===== src/design/autotest_frame_pkg.sv =====
`default_nettype none

package autotest_frame_pkg;

  // card block layout
  localparam int BLOCK_BYTES = 512;
  localparam int HDR_BYTES = 20;

  // operand and result width, the header layout below depends on it
  localparam int WORD_W = 32;

  // marks a block that holds a valid test vector
  localparam logic [WORD_W-1:0] SIGNATURE = 32'hAABB_CCDD;

  typedef logic [7:0] sd_byte_t;

  // raw view is indexed by position in the block, byte 0 in the low bits
  // operands and expected value come out little-endian from this layout;
  // the signature keeps its bytes in card order and is read big-endian
  typedef union packed {
    sd_byte_t [HDR_BYTES-1:0] raw;
    struct packed {
      logic [WORD_W-1:0] expected;
      logic [WORD_W-1:0] operand_3;
      logic [WORD_W-1:0] operand_2;
      logic [WORD_W-1:0] operand_1;
      sd_byte_t [3:0]    signature;
    } field;
  } test_header_u;

endpackage

`default_nettype wire


===== src/design/autotest_ctrl_pkg.sv =====
`default_nettype none

package autotest_ctrl_pkg;

  // sequencer states
  typedef enum logic [3:0] {
    IDLE,
    SPI_RESET,
    SPI_WAIT,
    READ_BLOCK,
    CHECK_SIG,
    RUN,
    CHECK,
    NEXT_BLOCK,
    HALT
  } seq_state_t;

  // counter widths
  localparam int BLK_ADDR_W = 32;
  localparam int CYCLE_W = 32;
  localparam int ERR_W = 32;

endpackage

`default_nettype wire


===== src/design/block_reader.sv =====
`timescale 1ns/1ps
`default_nettype none

module block_reader
  import autotest_frame_pkg::*;
(
  input  logic         clk,
  input  logic         rst,
  input  logic         read_go_i,
  input  logic         spi_busy_i,
  input  sd_byte_t     spi_data_i,
  output logic         spi_r_block_o,
  output logic         spi_r_byte_o,
  output logic         read_done_o,
  output test_header_u header_o
);

  localparam int CNT_W = $clog2(BLOCK_BYTES);
  localparam int IDX_W = $clog2(HDR_BYTES);
  localparam logic [CNT_W-1:0] LAST_BYTE = CNT_W'(BLOCK_BYTES - 1);
  localparam logic [CNT_W-1:0] HDR_END = CNT_W'(HDR_BYTES);

  localparam logic [2:0] R_IDLE = 3'd0;
  localparam logic [2:0] R_BLOCK = 3'd1;
  localparam logic [2:0] R_BLOCK_WAIT = 3'd2;
  localparam logic [2:0] R_BYTE = 3'd3;
  localparam logic [2:0] R_BYTE_WAIT = 3'd4;
  localparam logic [2:0] R_DONE = 3'd5;

  logic [2:0] state;
  logic [CNT_W-1:0] byte_cnt;
  logic byte_valid;
  test_header_u header;

  // data is on the bus when busy falls after a byte request
  assign byte_valid = (state == R_BYTE_WAIT) && !spi_busy_i;

  always_ff @(posedge clk) begin
    if (rst) begin
      state <= R_IDLE;
      byte_cnt <= '0;
      read_done_o <= 1'b0;
    end else begin
      read_done_o <= 1'b0;
      case (state)
        R_IDLE: begin
          if (read_go_i) begin
            byte_cnt <= '0;
            state <= R_BLOCK;
          end
        end
        R_BLOCK: if (spi_busy_i) state <= R_BLOCK_WAIT;
        R_BLOCK_WAIT: if (!spi_busy_i) state <= R_BYTE;
        R_BYTE: if (spi_busy_i) state <= R_BYTE_WAIT;
        R_BYTE_WAIT: begin
          if (byte_valid) begin
            if (byte_cnt == LAST_BYTE) begin
              read_done_o <= 1'b1;
              state <= R_DONE;
            end else begin
              byte_cnt <= byte_cnt + 1'b1;
              state <= R_BYTE;
            end
          end
        end
        // wait for the request to drop so the next one is a fresh edge
        R_DONE: if (!read_go_i) state <= R_IDLE;
        default: state <= R_IDLE;
      endcase
    end
  end

  // header bytes land at their block position, the rest is dropped
  always_ff @(posedge clk) begin
    if (state == R_IDLE && read_go_i) begin
      header <= '0;
    end else if (byte_valid && byte_cnt < HDR_END) begin
      header.raw[byte_cnt[IDX_W-1:0]] <= spi_data_i;
    end
  end

  assign spi_r_block_o = (state == R_BLOCK) || (state == R_BLOCK_WAIT) ||
                         (state == R_BYTE) || (state == R_BYTE_WAIT);
  assign spi_r_byte_o = (state == R_BYTE);
  assign header_o = header;

endmodule

`default_nettype wire


===== src/design/uut_runner.sv =====
`timescale 1ns/1ps
`default_nettype none

module uut_runner
  import autotest_ctrl_pkg::*;
#(
  parameter logic [CYCLE_W-1:0] TIMEOUT_CYCLES = 32'h1000_0000
) (
  input  logic               clk,
  input  logic               rst,
  input  logic               run_go_i,
  input  logic               end_uut_i,
  output logic               uut_rst_o,
  output logic               run_done_o,
  output logic [CYCLE_W-1:0] exec_cycles_o
);

  logic [CYCLE_W-1:0] cycles;

  always_ff @(posedge clk) begin
    if (rst) begin
      uut_rst_o <= 1'b1;
      run_done_o <= 1'b0;
      cycles <= '0;
    end else begin
      run_done_o <= 1'b0;
      if (run_go_i) begin
        uut_rst_o <= 1'b0;
        cycles <= '0;
      end else if (!uut_rst_o) begin
        // stop on the end flag or once the count sits at the cap
        if (end_uut_i || cycles == TIMEOUT_CYCLES) begin
          uut_rst_o <= 1'b1;
          run_done_o <= 1'b1;
        end else begin
          cycles <= cycles + 1'b1;
        end
      end
    end
  end

  assign exec_cycles_o = cycles;

endmodule

`default_nettype wire


===== src/design/result_checker.sv =====
`timescale 1ns/1ps
`default_nettype none

module result_checker
  import autotest_frame_pkg::*, autotest_ctrl_pkg::*;
(
  input  logic              clk,
  input  logic              rst,
  input  logic              run_done_i,
  input  logic [WORD_W-1:0] expected_i,
  input  logic [WORD_W-1:0] uut_result_i,
  output logic              test_done_o,
  output logic [ERR_W-1:0]  err_count_o
);

  logic [WORD_W-1:0] result_q;
  logic [ERR_W-1:0] err_q;
  logic mismatch;

  // uut output is sampled as the run ends
  always_ff @(posedge clk) begin
    if (run_done_i) begin
      result_q <= uut_result_i;
    end
  end

  always_ff @(posedge clk) begin
    if (rst) begin
      test_done_o <= 1'b0;
      err_q <= '0;
    end else begin
      test_done_o <= run_done_i;
      err_q <= err_count_o;
    end
  end

  // compare in the cycle after capture, count shows with test_done
  assign mismatch = test_done_o && (result_q != expected_i);
  assign err_count_o = err_q + ERR_W'(mismatch);

endmodule

`default_nettype wire


===== src/design/test_sequencer.sv =====
`timescale 1ns/1ps
`default_nettype none

module test_sequencer
  import autotest_frame_pkg::*, autotest_ctrl_pkg::*;
#(
  parameter logic [BLK_ADDR_W-1:0] START_BLOCK = 32'h0010_0000
) (
  input  logic                  clk,
  input  logic                  rst,
  input  logic                  start_i,
  input  logic                  spi_busy_i,
  output logic                  spi_rst_o,
  output logic                  read_go_o,
  input  logic                  read_done_i,
  input  logic [WORD_W-1:0]     header_sig_i,
  output logic                  run_go_o,
  input  logic                  test_done_i,
  output logic [BLK_ADDR_W-1:0] spi_block_addr_o,
  output logic                  halt_o
);

  seq_state_t state;
  logic [BLK_ADDR_W-1:0] blk_addr;

  always_ff @(posedge clk) begin
    if (rst) begin
      state <= IDLE;
      blk_addr <= START_BLOCK;
      run_go_o <= 1'b0;
      halt_o <= 1'b0;
    end else begin
      run_go_o <= 1'b0;
      case (state)
        IDLE: begin
          if (start_i) begin
            blk_addr <= START_BLOCK;
            halt_o <= 1'b0;
            state <= SPI_RESET;
          end
        end
        // hold the reset strobe until the host takes it
        SPI_RESET: if (spi_busy_i) state <= SPI_WAIT;
        SPI_WAIT: if (!spi_busy_i) state <= READ_BLOCK;
        READ_BLOCK: if (read_done_i) state <= CHECK_SIG;
        CHECK_SIG: begin
          if (header_sig_i == SIGNATURE) begin
            run_go_o <= 1'b1;
            state <= RUN;
          end else begin
            state <= HALT;
          end
        end
        // run_go is high during this cycle
        RUN: state <= CHECK;
        CHECK: if (test_done_i) state <= NEXT_BLOCK;
        NEXT_BLOCK: begin
          blk_addr <= blk_addr + 1'b1;
          state <= READ_BLOCK;
        end
        // halt level stays up until the next start
        HALT: begin
          halt_o <= 1'b1;
          state <= IDLE;
        end
        default: state <= IDLE;
      endcase
    end
  end

  assign spi_rst_o = (state == SPI_RESET);
  assign read_go_o = (state == READ_BLOCK);
  assign spi_block_addr_o = blk_addr;

endmodule

`default_nettype wire


===== src/design/autotest_top.sv =====
`timescale 1ns/1ps
`default_nettype none

module autotest_top
  import autotest_frame_pkg::*, autotest_ctrl_pkg::*;
#(
  parameter logic [BLK_ADDR_W-1:0] START_BLOCK = 32'h0010_0000,
  parameter logic [CYCLE_W-1:0]    TIMEOUT_CYCLES = 32'h1000_0000
) (
  input  logic                  clk,
  input  logic                  rst,
  input  logic                  start_i,
  input  logic                  spi_busy_i,
  input  sd_byte_t              spi_data_i,
  output logic                  spi_rst_o,
  output logic                  spi_r_block_o,
  output logic                  spi_r_byte_o,
  output logic [BLK_ADDR_W-1:0] spi_block_addr_o,
  output logic                  uut_rst_o,
  input  logic                  end_uut_i,
  output logic [WORD_W-1:0]     uut_in_1_o,
  output logic [WORD_W-1:0]     uut_in_2_o,
  output logic [WORD_W-1:0]     uut_in_3_o,
  input  logic [WORD_W-1:0]     uut_result_i,
  output logic                  test_done_o,
  output logic                  halt_o,
  output logic [CYCLE_W-1:0]    exec_cycles_o,
  output logic [ERR_W-1:0]      err_count_o
);

  logic read_go;
  logic read_done;
  logic run_go;
  logic run_done;
  logic [WORD_W-1:0] header_sig;
  test_header_u header;

  // signature bytes in card order, first byte most significant
  assign header_sig = {header.field.signature[0], header.field.signature[1],
                       header.field.signature[2], header.field.signature[3]};

  assign uut_in_1_o = header.field.operand_1;
  assign uut_in_2_o = header.field.operand_2;
  assign uut_in_3_o = header.field.operand_3;

  test_sequencer #(
    .START_BLOCK(START_BLOCK)
  ) u_sequencer (
    .clk(clk),
    .rst(rst),
    .start_i(start_i),
    .spi_busy_i(spi_busy_i),
    .spi_rst_o(spi_rst_o),
    .read_go_o(read_go),
    .read_done_i(read_done),
    .header_sig_i(header_sig),
    .run_go_o(run_go),
    .test_done_i(test_done_o),
    .spi_block_addr_o(spi_block_addr_o),
    .halt_o(halt_o)
  );

  block_reader u_reader (
    .clk(clk),
    .rst(rst),
    .read_go_i(read_go),
    .spi_busy_i(spi_busy_i),
    .spi_data_i(spi_data_i),
    .spi_r_block_o(spi_r_block_o),
    .spi_r_byte_o(spi_r_byte_o),
    .read_done_o(read_done),
    .header_o(header)
  );

  uut_runner #(
    .TIMEOUT_CYCLES(TIMEOUT_CYCLES)
  ) u_runner (
    .clk(clk),
    .rst(rst),
    .run_go_i(run_go),
    .end_uut_i(end_uut_i),
    .uut_rst_o(uut_rst_o),
    .run_done_o(run_done),
    .exec_cycles_o(exec_cycles_o)
  );

  result_checker u_checker (
    .clk(clk),
    .rst(rst),
    .run_done_i(run_done),
    .expected_i(header.field.expected),
    .uut_result_i(uut_result_i),
    .test_done_o(test_done_o),
    .err_count_o(err_count_o)
  );

endmodule

`default_nettype wire


===== config.mk =====
export PLATFORM = sky130hd
export DESIGN_NAME = autotest_top
export DESIGN_NICKNAME = d
export VERILOG_FILES = /design/src/design/autotest_frame_pkg.sv /design/src/design/autotest_ctrl_pkg.sv /design/src/design/block_reader.sv /design/src/design/uut_runner.sv /design/src/design/result_checker.sv /design/src/design/test_sequencer.sv /design/src/design/autotest_top.sv
export SDC_FILE = /design/constraint.sdc
export NUM_CORES = 1
export LEC_CHECK = 0
export ABC_AREA = 0
export BUFFER_PORTS_ARGS = -buffer_cell sky130_fd_sc_hd__buf_4
export CORE_MARGIN = 4
export CORE_UTILIZATION = 31
export DETAILED_ROUTE_END_ITERATION = 10
export HOLD_SLACK_MARGIN = 0.15
export PLACE_DENSITY = 0.53
export SYNTH_ARGS = -nofsm -noshare
export SYNTH_HDL_FRONTEND = slang
export SYNTH_SLANG_ARGS = --single-unit

===== constraint.sdc =====
create_clock -name clk -period 3.17 [get_ports clk]
set_input_delay 0.317 -clock clk [delete_from_list [all_inputs] [get_ports clk]]
set_output_delay 0.317 -clock clk [all_outputs]
set_load 0.005 [all_outputs]

# Yosys cells after proc, flatten, opt, wreduce, memory -nomap -nowiden
# Cells that the tools add are included.
# W data, S select, Z words.
# op_classes
addsub	4
mul	0
div_mod_pow	0
n_lt_le_gt_ge	3
n_eq_ne	29
shift	0
mux	31
bitwise_logic	5
reduce_logical	25
# ops
op	n
$bwmux W160	1
$add A32 B1 Y32 const B	2
$pmux W32 S2	1
$demux W8 S5	1
$add A32 B1 Y32	1
$eq A32 B29 Y1 const B	1
$eq A32 B32 Y1 const B	1
$mux W32	1
$ne A32 B32 Y1	1
$pmux W4 S8	1
$mux W9	3
$mux W4	6
$mux W3	7
$ne A2 B2 Y1 const B	9
$pmux W3 S6	1
$pmux W9 S2	1
$eq A4 B3 Y1 const B	4
$add A9 B1 Y9 const B	1
$eq A9 B9 Y1 const B	1
$lt A9 B5 Y1 const B	1
$eq A4 B2 Y1 const B	2
$mux W8	1
$eq A3 B2 Y1 const B	2
$eq A3 B3 Y1 const B	2
other kinds (21)	45
# word_totals
reg_bits	310
latchBits	0
ramBits	0
romBits	0
wordCells	111
n_memories	0

# Longest topological paths before layout
# Gate-level depths: netlist of run 1.
# logic_depth
depth_word	5
ltp_mapped	10
mapped_depth_nobuf	9

# By module
# Synthesis of run 1 repeated with hierarchy kept, for this count alone.
# hier_totals
hier_cells	1372
hier_area_um2	13302.8
# modules_own_cells
module	n_inst	cells_each	area_each_um2
block_reader	1	658	6465.0
result_checker	1	272	3090.5
test_sequencer	1	257	2129.5
uut_runner	1	185	1617.8

# Worst setup path after synthesis of run 1
# OpenSTA, ideal clock, no wires.
# synth_timing
path_kind	register to output
startpoint	reg u_checker.result_q[27]
endpoint	out err_count_o[31]
arrival_time_ns	2.102
required_ns	2.853
setup_slack_ns	0.751
path_stages_with_launch	10
cell_sequence	edfxtp_1 xnor2_1 nand4_1 nor4_1 a21boi_0 ha_1 and2_0 nand4_1 or4_4 xnor2_1
# synth_via
elab_chain_len	3
# synth_lines
element	line	rtl
start, declared	result_checker.sv:16	logic [WORD_W-1:0] result_q;
start signal, assigned	result_checker.sv:23	result_q <= uut_result_i;
$ne A32 B32 Y1	result_checker.sv:38	assign mismatch = test_done_o && (result_q != expected_i);
$logic_and A1 B1 Y1	result_checker.sv:38	
$add A32 B1 Y32	result_checker.sv:39	assign err_count_o = err_q + ERR_W'(mismatch);
end, declared	autotest_top.sv:28	output logic [ERR_W-1:0] err_count_o
# No other way between the ends.

# Final worst setup path of run 1
# layout_timing
startpoint	reg u_checker.err_q[17]
endpoint	out err_count_o[31]
# layout_via
elab_chain_len	1
# layout_lines
element	line	rtl
start, declared	result_checker.sv:17	logic [ERR_W-1:0] err_q;
start signal, assigned	result_checker.sv:33	err_q <= err_count_o;
$add A32 B1 Y32	result_checker.sv:39	
# No other way between the ends.

==> results of run 1 <==
==> timing repair <==
action / in CTS / in global routing
hold buffers: 35 / 0
setup buffers: 5 / 1
gates resized for setup: 46 / 27
hold endpoints to repair: 35 / 0
setup endpoints to repair: 32 / 30
pin swaps: 19 / 13
==> cells by family (layout without fill, tap and decap cells) <==
| logic type | after synthesis | after routing |
|---|---|---|
| AOI/OAI and AO/OA | 193 | 193 |
| xor gates and xnor gates | 67 | 67 |
| adders and majority gates | 10 | 10 |
| buffers and inverters | 199 | 394 |
| DFF | 310 | 310 |
| muxes | 126 | 126 |
| and+or+nand+nor | 583 | 583 |
==> worst paths after layout <==
kind,from,to,cells past startpoint
worst min register to register,u_reader.header_o[36]$_SDFFE_PP0P_,u_reader.header_o[36]$_SDFFE_PP0P_,2
worst min-delay path,spi_data_i[7],u_reader.header_o[151]$_SDFFE_PP0P_,3
worst max-delay path,u_checker.err_q[17]$_SDFF_PP0_,err_count_o[31],5
worst max register to register,u_checker.result_q[15]$_DFFE_PP_,u_checker.err_q[22]$_SDFF_PP0_,11
==> sequential cells by signal (all words and copies together) (netlist names) <==
register / flops
u_reader.header_o: 160
u_runner.run_done_o: 1
u_sequencer.run_go_o: 1
u_sequencer.state: 4
u_reader.byte_cnt: 9
u_sequencer.halt_o: 1
u_reader.read_done_o: 1
u_checker.result_q: 32
u_reader.state: 3
u_runner.exec_cycles_o: 32
u_runner.uut_rst_o: 1
u_checker.test_done_o: 1
u_checker.err_q: 32
u_sequencer.spi_block_addr_o: 32
==> cells in the final DEF (no fill, tap or decap), types with 7 or more instances in the layout <==
cell type / count
xor2_1: 12
nor3_1: 14
dlygate4sd3_1: 35
nor2b_1: 22
nand4_1: 47
nor2_1: 141
or3_1: 23
ha_1: 8
or4_1: 22
xnor2_2: 10
and4_1: 15
bufinv_16: 7
o21ai_0: 83
o211ai_1: 10
dfxtp_1: 278
nand4_2: 9
o31ai_1: 17
clkbuf_1: 10
and2_1: 16
mux2i_1: 108
nand2_1: 80
buf_4: 258
mux2_2: 17
nor4_1: 23
and3_1: 11
clkbuf_16: 39
or2_2: 11
xnor2_1: 40
buf_6: 10
a21oi_1: 57
inv_1: 22
edfxtp_1: 32
nand3_1: 99
==> per-stage QoR <==
| step | setup TNS [ps] | std cells | util |
|---|---|---|---|
| global route | -3780 | 2275 | 0.401 |
| CTS | -1990 | 2275 | 0.398 |
| detailed placement | -100 | 2171 | 0.354 |
| floorplan | 0 | 1488 | - |
| global placement | -102 | 2171 | 0.354 |
| finish | -420 | 2275 | 0.401 |
==> power groups by stage <==
stage	registers, mW	logic [mW]	clock network [mW]
2_1_floorplan	4.09	0.310	0
3_3_place_gp	4.11	0.478	0
3_5_place_dp	4.12	0.485	0
4_1_cts	4.03	0.520	4.78
5_1_grt	4.04	0.566	4.92
6_report	4.03	0.512	4.63
==> layer usage <==
layer,track usage,wire (microns),vias up
li1,-,-,5553
met1,0.196,16900,5322
met2,0.258,18400,242
met3,0.0368,2110,46
met4,0.0385,756,0
met5,0,0,-
==> cell type report <==
type	count	area, sq um	share of cell area
Sequential cell	310	6530	0.368
Inverter	22	82.6	0.00465
Multi-Input combinational cell	979	6620	0.373
Tap cell	592	741	0.0417
Clock buffer	52	1050	0.0594
Timing Repair Buffer	305	2440	0.138
Clock inverter	15	280	0.0158
==> critical path, cell delays in order (launching register included) <==
cell and delay (ps):
dfxtp_1 460, nand4_2 240, or4_1 800, or4_4 640, xnor2_2 150, buf_4 130
==> reports/qor.yml, run 1 <==
yosysMostFrequentCell: "dfxtp_1"
final_area_sq_mm: 0.0177
synth-simple-area-share: 0.225
endpoint_kind: "primary output"
worstMarginPinSlew_ps: 992
netlist_instances: 1488
n_antenna_cell: 0
power.leakage_nw: 7.55
clock_skew_ps: 20.8
ys_seq_area_frac: 0.470
final_antenna_net_count: 0
synth_fa_ha_area_frac: 0.00901
dr_total_vias: 11200
cts_tree: "built"
io_buffers: 242
clk_latency_ps: 550
maxCapViolCount: 0
critPathLaunchType: "flip-flop"
io_pins: 243
cts_root_buf: "clkbuf_16"
async_flop_share: 0
syn_area_per_cell_sq_um: 9.33
synth_mux_area_frac: 0.0928
arrival_ps: 2960
ys_ff_latch: 310
dp_hpwl_microns: 26400
fin_nets: 1711
cts_buffers: 38
yosys-top-cells-count: "dfxtp_1 (278), nor2_1 (141), mux2i_1 (108), nand3_1 (105), buf_4 (96)"
synth-main-ff-cell: "dfxtp_1"
layout_setup_ws_ps: -109
synth.largest_area_cell: "dfxtp_1"
drive_gt1_frac: 0.245
rsz0062_at_grt: "true"
core-area_sq_mm: 0.0442
syn_to_final_growth_pct: 27.8
place_congestion: 0.808
holdWs_ps: 190
powerDensity_mw_per_mm2: 517
grt_pass1_wl_microns: 59600
synth_xor_area_frac: 0.0423
p_int_mw: 7.08
yosysWarningCount: 0
vdd_drop_max_uv: 410
synth_compound_area_frac: 0.0804
clock-sinks: 310
p_seq_frac: 0.440
clock.fmax_mhz: 305
period_share: 1.03
synth.area.top_cells: "dfxtp_1 (40%), mux2i_1 (7.8%), edfxtp_1 (6.9%), buf_4 (5.2%), nor2_1 (3.8%)"
p_switching_mw: 2.09
synth_top_area_share: 0.401
first_global_vias: 10800
maxSlewViolCount: 0
synth-edff-count: 32
wl_per_cell_microns: 16.8
fp.dieW_microns: 220
drc_errors: 0
overflow: 0
p_clk_frac: 0.505
dieArea_sq_mm: 0.0482
die_y_microns: 220
htree_levels: 2
ys_types: 54
dr.pass1.iters: 5
syn-num-nets: 1543
drt_iter0_markers: 705
nFillCells: 4361
finalWirelength_microns: 38200
placed_cell_area_sq_mm: 0.0156
preCtsSetupSlack_ps: -38.5
max_slew_margin: 0.338
rows: 77
start_util: 0.314
crit_type: "reg -> out"
comb_power_share: 0.056
path_max_fanout: 8
antenna_found_initial: 0
rrSetupSlack_ps: 540
finalSetupViolCount: 10
swShare: 0.228
hp-class: "in -> reg"
status: "finished with violations"
hold_violations: 0
power.total_mw: 9.17
track_usage: 0.152
grt_max_degree: 97
period_needed_ps: 3280
synth_top_family_by_area: "simple AND/OR/NAND/NOR gates"
clockBufferDepth: 3
vias_per_cell: 4.91
cp.required_ps: 2850
violations: "negative setup slack"
netlist_area_sq_mm: 0.0139
clkSlewWorstSetupHoldPaths_ps: 60
(Power assumes the default switching activity.)
==> inputs of run 2 (changes only) <==
--- a/config.mk
+++ b/config.mk
@@ -10,8 +10,10 @@
 export CORE_MARGIN = 4
 export CORE_UTILIZATION = 31
 export DETAILED_ROUTE_END_ITERATION = 10
+export GPL_TIMING_DRIVEN = 1
 export HOLD_SLACK_MARGIN = 0.15
 export PLACE_DENSITY = 0.53
+export SLEW_MARGIN = 0
 export SYNTH_ARGS = -nofsm -noshare
 export SYNTH_HDL_FRONTEND = slang
 export SYNTH_SLANG_ARGS = --single-unit
==> constraint.sdc (replaced) <==
create_clock -name clk -period 3.9 [get_ports clk]
set_input_delay 0.39 -clock clk [delete_from_list [all_inputs] [get_ports clk]]
set_output_delay 0.39 -clock clk [all_outputs]
set_load 0.005 [all_outputs]
==> run 2 against run 1 <==
The run now ends clean. Non-clock buffer count down 19. Setup slack better by 380 ps. Wire length down 1.7%. Die area is the same. First-iteration DRC count down 2.6%. Highest routed layer unchanged.
==> reports/qor.yml, run 2 (synthesized netlist as in run 1, its figures left out) <==
status: "finished, final reports clean"
endpoint_kind: "primary output"
p_seq_frac: 0.450  # +0.010
final_antenna_net_count: 0  # unchanged
core-area_sq_mm: 0.0442  # unchanged
grt_pass1_wl_microns: 59200  # -0.65%
cp.required_ps: 3510  # +660 ps
swShare: 0.233  # +0.00444
path_max_fanout: 15  # +7
dieArea_sq_mm: 0.0482  # unchanged
fp.dieW_microns: 220  # unchanged
hold_violations: 0  # unchanged
die_y_microns: 220  # unchanged
clock.fmax_mhz: 276
largest_reg_flops: 160  # unchanged
power.total_mw: 7.30  # -20%
clock_skew_ps: 21.6  # +0.792 ps
dr.pass1.iters: 5  # unchanged
wl_per_cell_microns: 16.6  # -0.83%
overflow: 0  # unchanged
drt_iter0_markers: 687  # -2.6%
grt_max_degree: 97  # unchanged
finalWirelength_microns: 37500  # -1.7%
antenna_found_initial: 0  # unchanged
final_cell_mix: "dfxtp_1 (278), buf_4 (253), nor2_1 (141), mux2i_1 (108), nand3_1 (105)"
preCtsSetupSlack_ps: 608  # +647 ps
worstHoldPathCells: 2  # -1
critPathLaunchType: "flip-flop"
fin_nets: 1691  # -1.2%
clkSlewWorstSetupHoldPaths_ps: 60  # about the same
powerDensity_mw_per_mm2: 426  # -18%
drive_gt1_frac: 0.215  # -0.0295
crit_type: "reg -> out"
maxCapViolCount: 0  # unchanged
period_share: 0.930
power.leakage_nw: 7.22  # -4.4%
clk_latency_ps: 550  # about the same
vdd_drop_max_uv: 327  # -20%
start_util: 0.314  # unchanged
drc_errors: 0  # unchanged
cts_buffers: 37  # -2.6%
layout_setup_ws_ps: 273  # +382 ps
io_pins: 243  # unchanged
vias_per_cell: 4.96  # +1.0%
rsz0062_at_grt: "false"
worstMarginPinSlew_ps: 1070  # +76.7 ps
first_global_vias: 10600  # -1.8%
clock-sinks: 310  # unchanged
clockBufferDepth: 3  # unchanged
syn_to_final_growth_pct: 23.4
comb_power_share: 0.054  # -0.002
hp-class: "in -> reg"
maxSlewViolCount: 0  # unchanged
dr_total_vias: 11200  # +0.19%
p_int_mw: 5.60  # -21%
htree_levels: 2  # unchanged
dp_hpwl_microns: 25900  # -2.1%
max_slew_margin: 0.288  # -0.0504
period_needed_ps: 3630
rows: 77  # unchanged
place_congestion: 0.800  # -0.99%
track_usage: 0.151  # -0.00164
finalSetupViolCount: 0  # -10
p_switching_mw: 1.70  # -19%
p_clk_frac: 0.496  # -0.009
cts_tree: "built"
io_buffers: 242  # unchanged
layout.cells.most_common: "dfxtp_1"
rr_worst_depth: 10  # -1
cts_root_buf: "clkbuf_16"
arrival_ps: 3240  # +280 ps
finalSetupTns_ps: 0  # +420 ps
==> run 2: area by class of cell <==
class	instances	area, sq um
Fill cell	4403	27100
Sequential cell	310	6530
Multi-Input combinational cell	979	6260
Timing Repair Buffer	286	2230
Clock buffer	54	1100
Tap cell	592	741
Clock inverter	12	189
Inverter	22	82.6
Antenna cell	1	2.50
==> run 2: timing repair <==
item,4_1_cts,5_1_grt
setup endpoints to repair,6,0
gates resized for setup,2,0
buffers inserted,0,0
hold endpoints to repair,33,0
hold buffers,33,0
==> run 2: path summary, 6_finish.rpt <==
kind                                                           from                             endpoint  slack [ps]
worst min-delay path                                            rst    u_reader.byte_cnt[0]$_SDFFE_PP0P_         210
worst max-delay path               u_checker.result_q[11]$_DFFE_PP_                      err_count_o[30]         270
worst min register to register  u_reader.header_o[107]$_SDFFE_PP0P_  u_reader.header_o[107]$_SDFFE_PP0P_         470
worst max register to register      u_checker.result_q[9]$_DFFE_PP_       u_checker.err_q[25]$_SDFF_PP0_        1050
==> run 2: critical path, cell delays in order (launching register included) <==
cell and delay (ps):
edfxtp_1 380, xnor2_1 140, nand4_1 120, nor4_1 70, a21boi_1 290, ha_1 310
ha_1 300, nand4_1 110, buf_4 200, or4_1 550, nand2_1 100, buf_4 110
==> run 2: per-layer routing <==
metal  up-vias  track usage  share of wire
met5         -            0              0
met4         0       0.0521          0.027
met3        66       0.0341          0.060
met2       279        0.250           0.47
met1      5319        0.194           0.45
li1       5520            -              -
==> run 2: stage by stage <==
step	hold slack, ps	cells	utilization	area (sq um)
after floorplan	445	1488	-	13900
after global placement	456	2156	0.351	15500
after detailed placement	463	2156	0.351	15500
after CTS	169	2255	0.387	17100
after global routing	187	2255	0.387	17100
final	206	2256	0.387	17100
==> run 2: power by group through the flow <==
stage	Sequential, mW	Combinational (mW)	Clock, mW
after detailed placement	3.35	0.372	0
after global routing	3.29	0.434	3.88
after floorplan	3.32	0.252	0
after global placement	3.35	0.369	0
after CTS	3.28	0.398	3.74
final	3.28	0.394	3.62
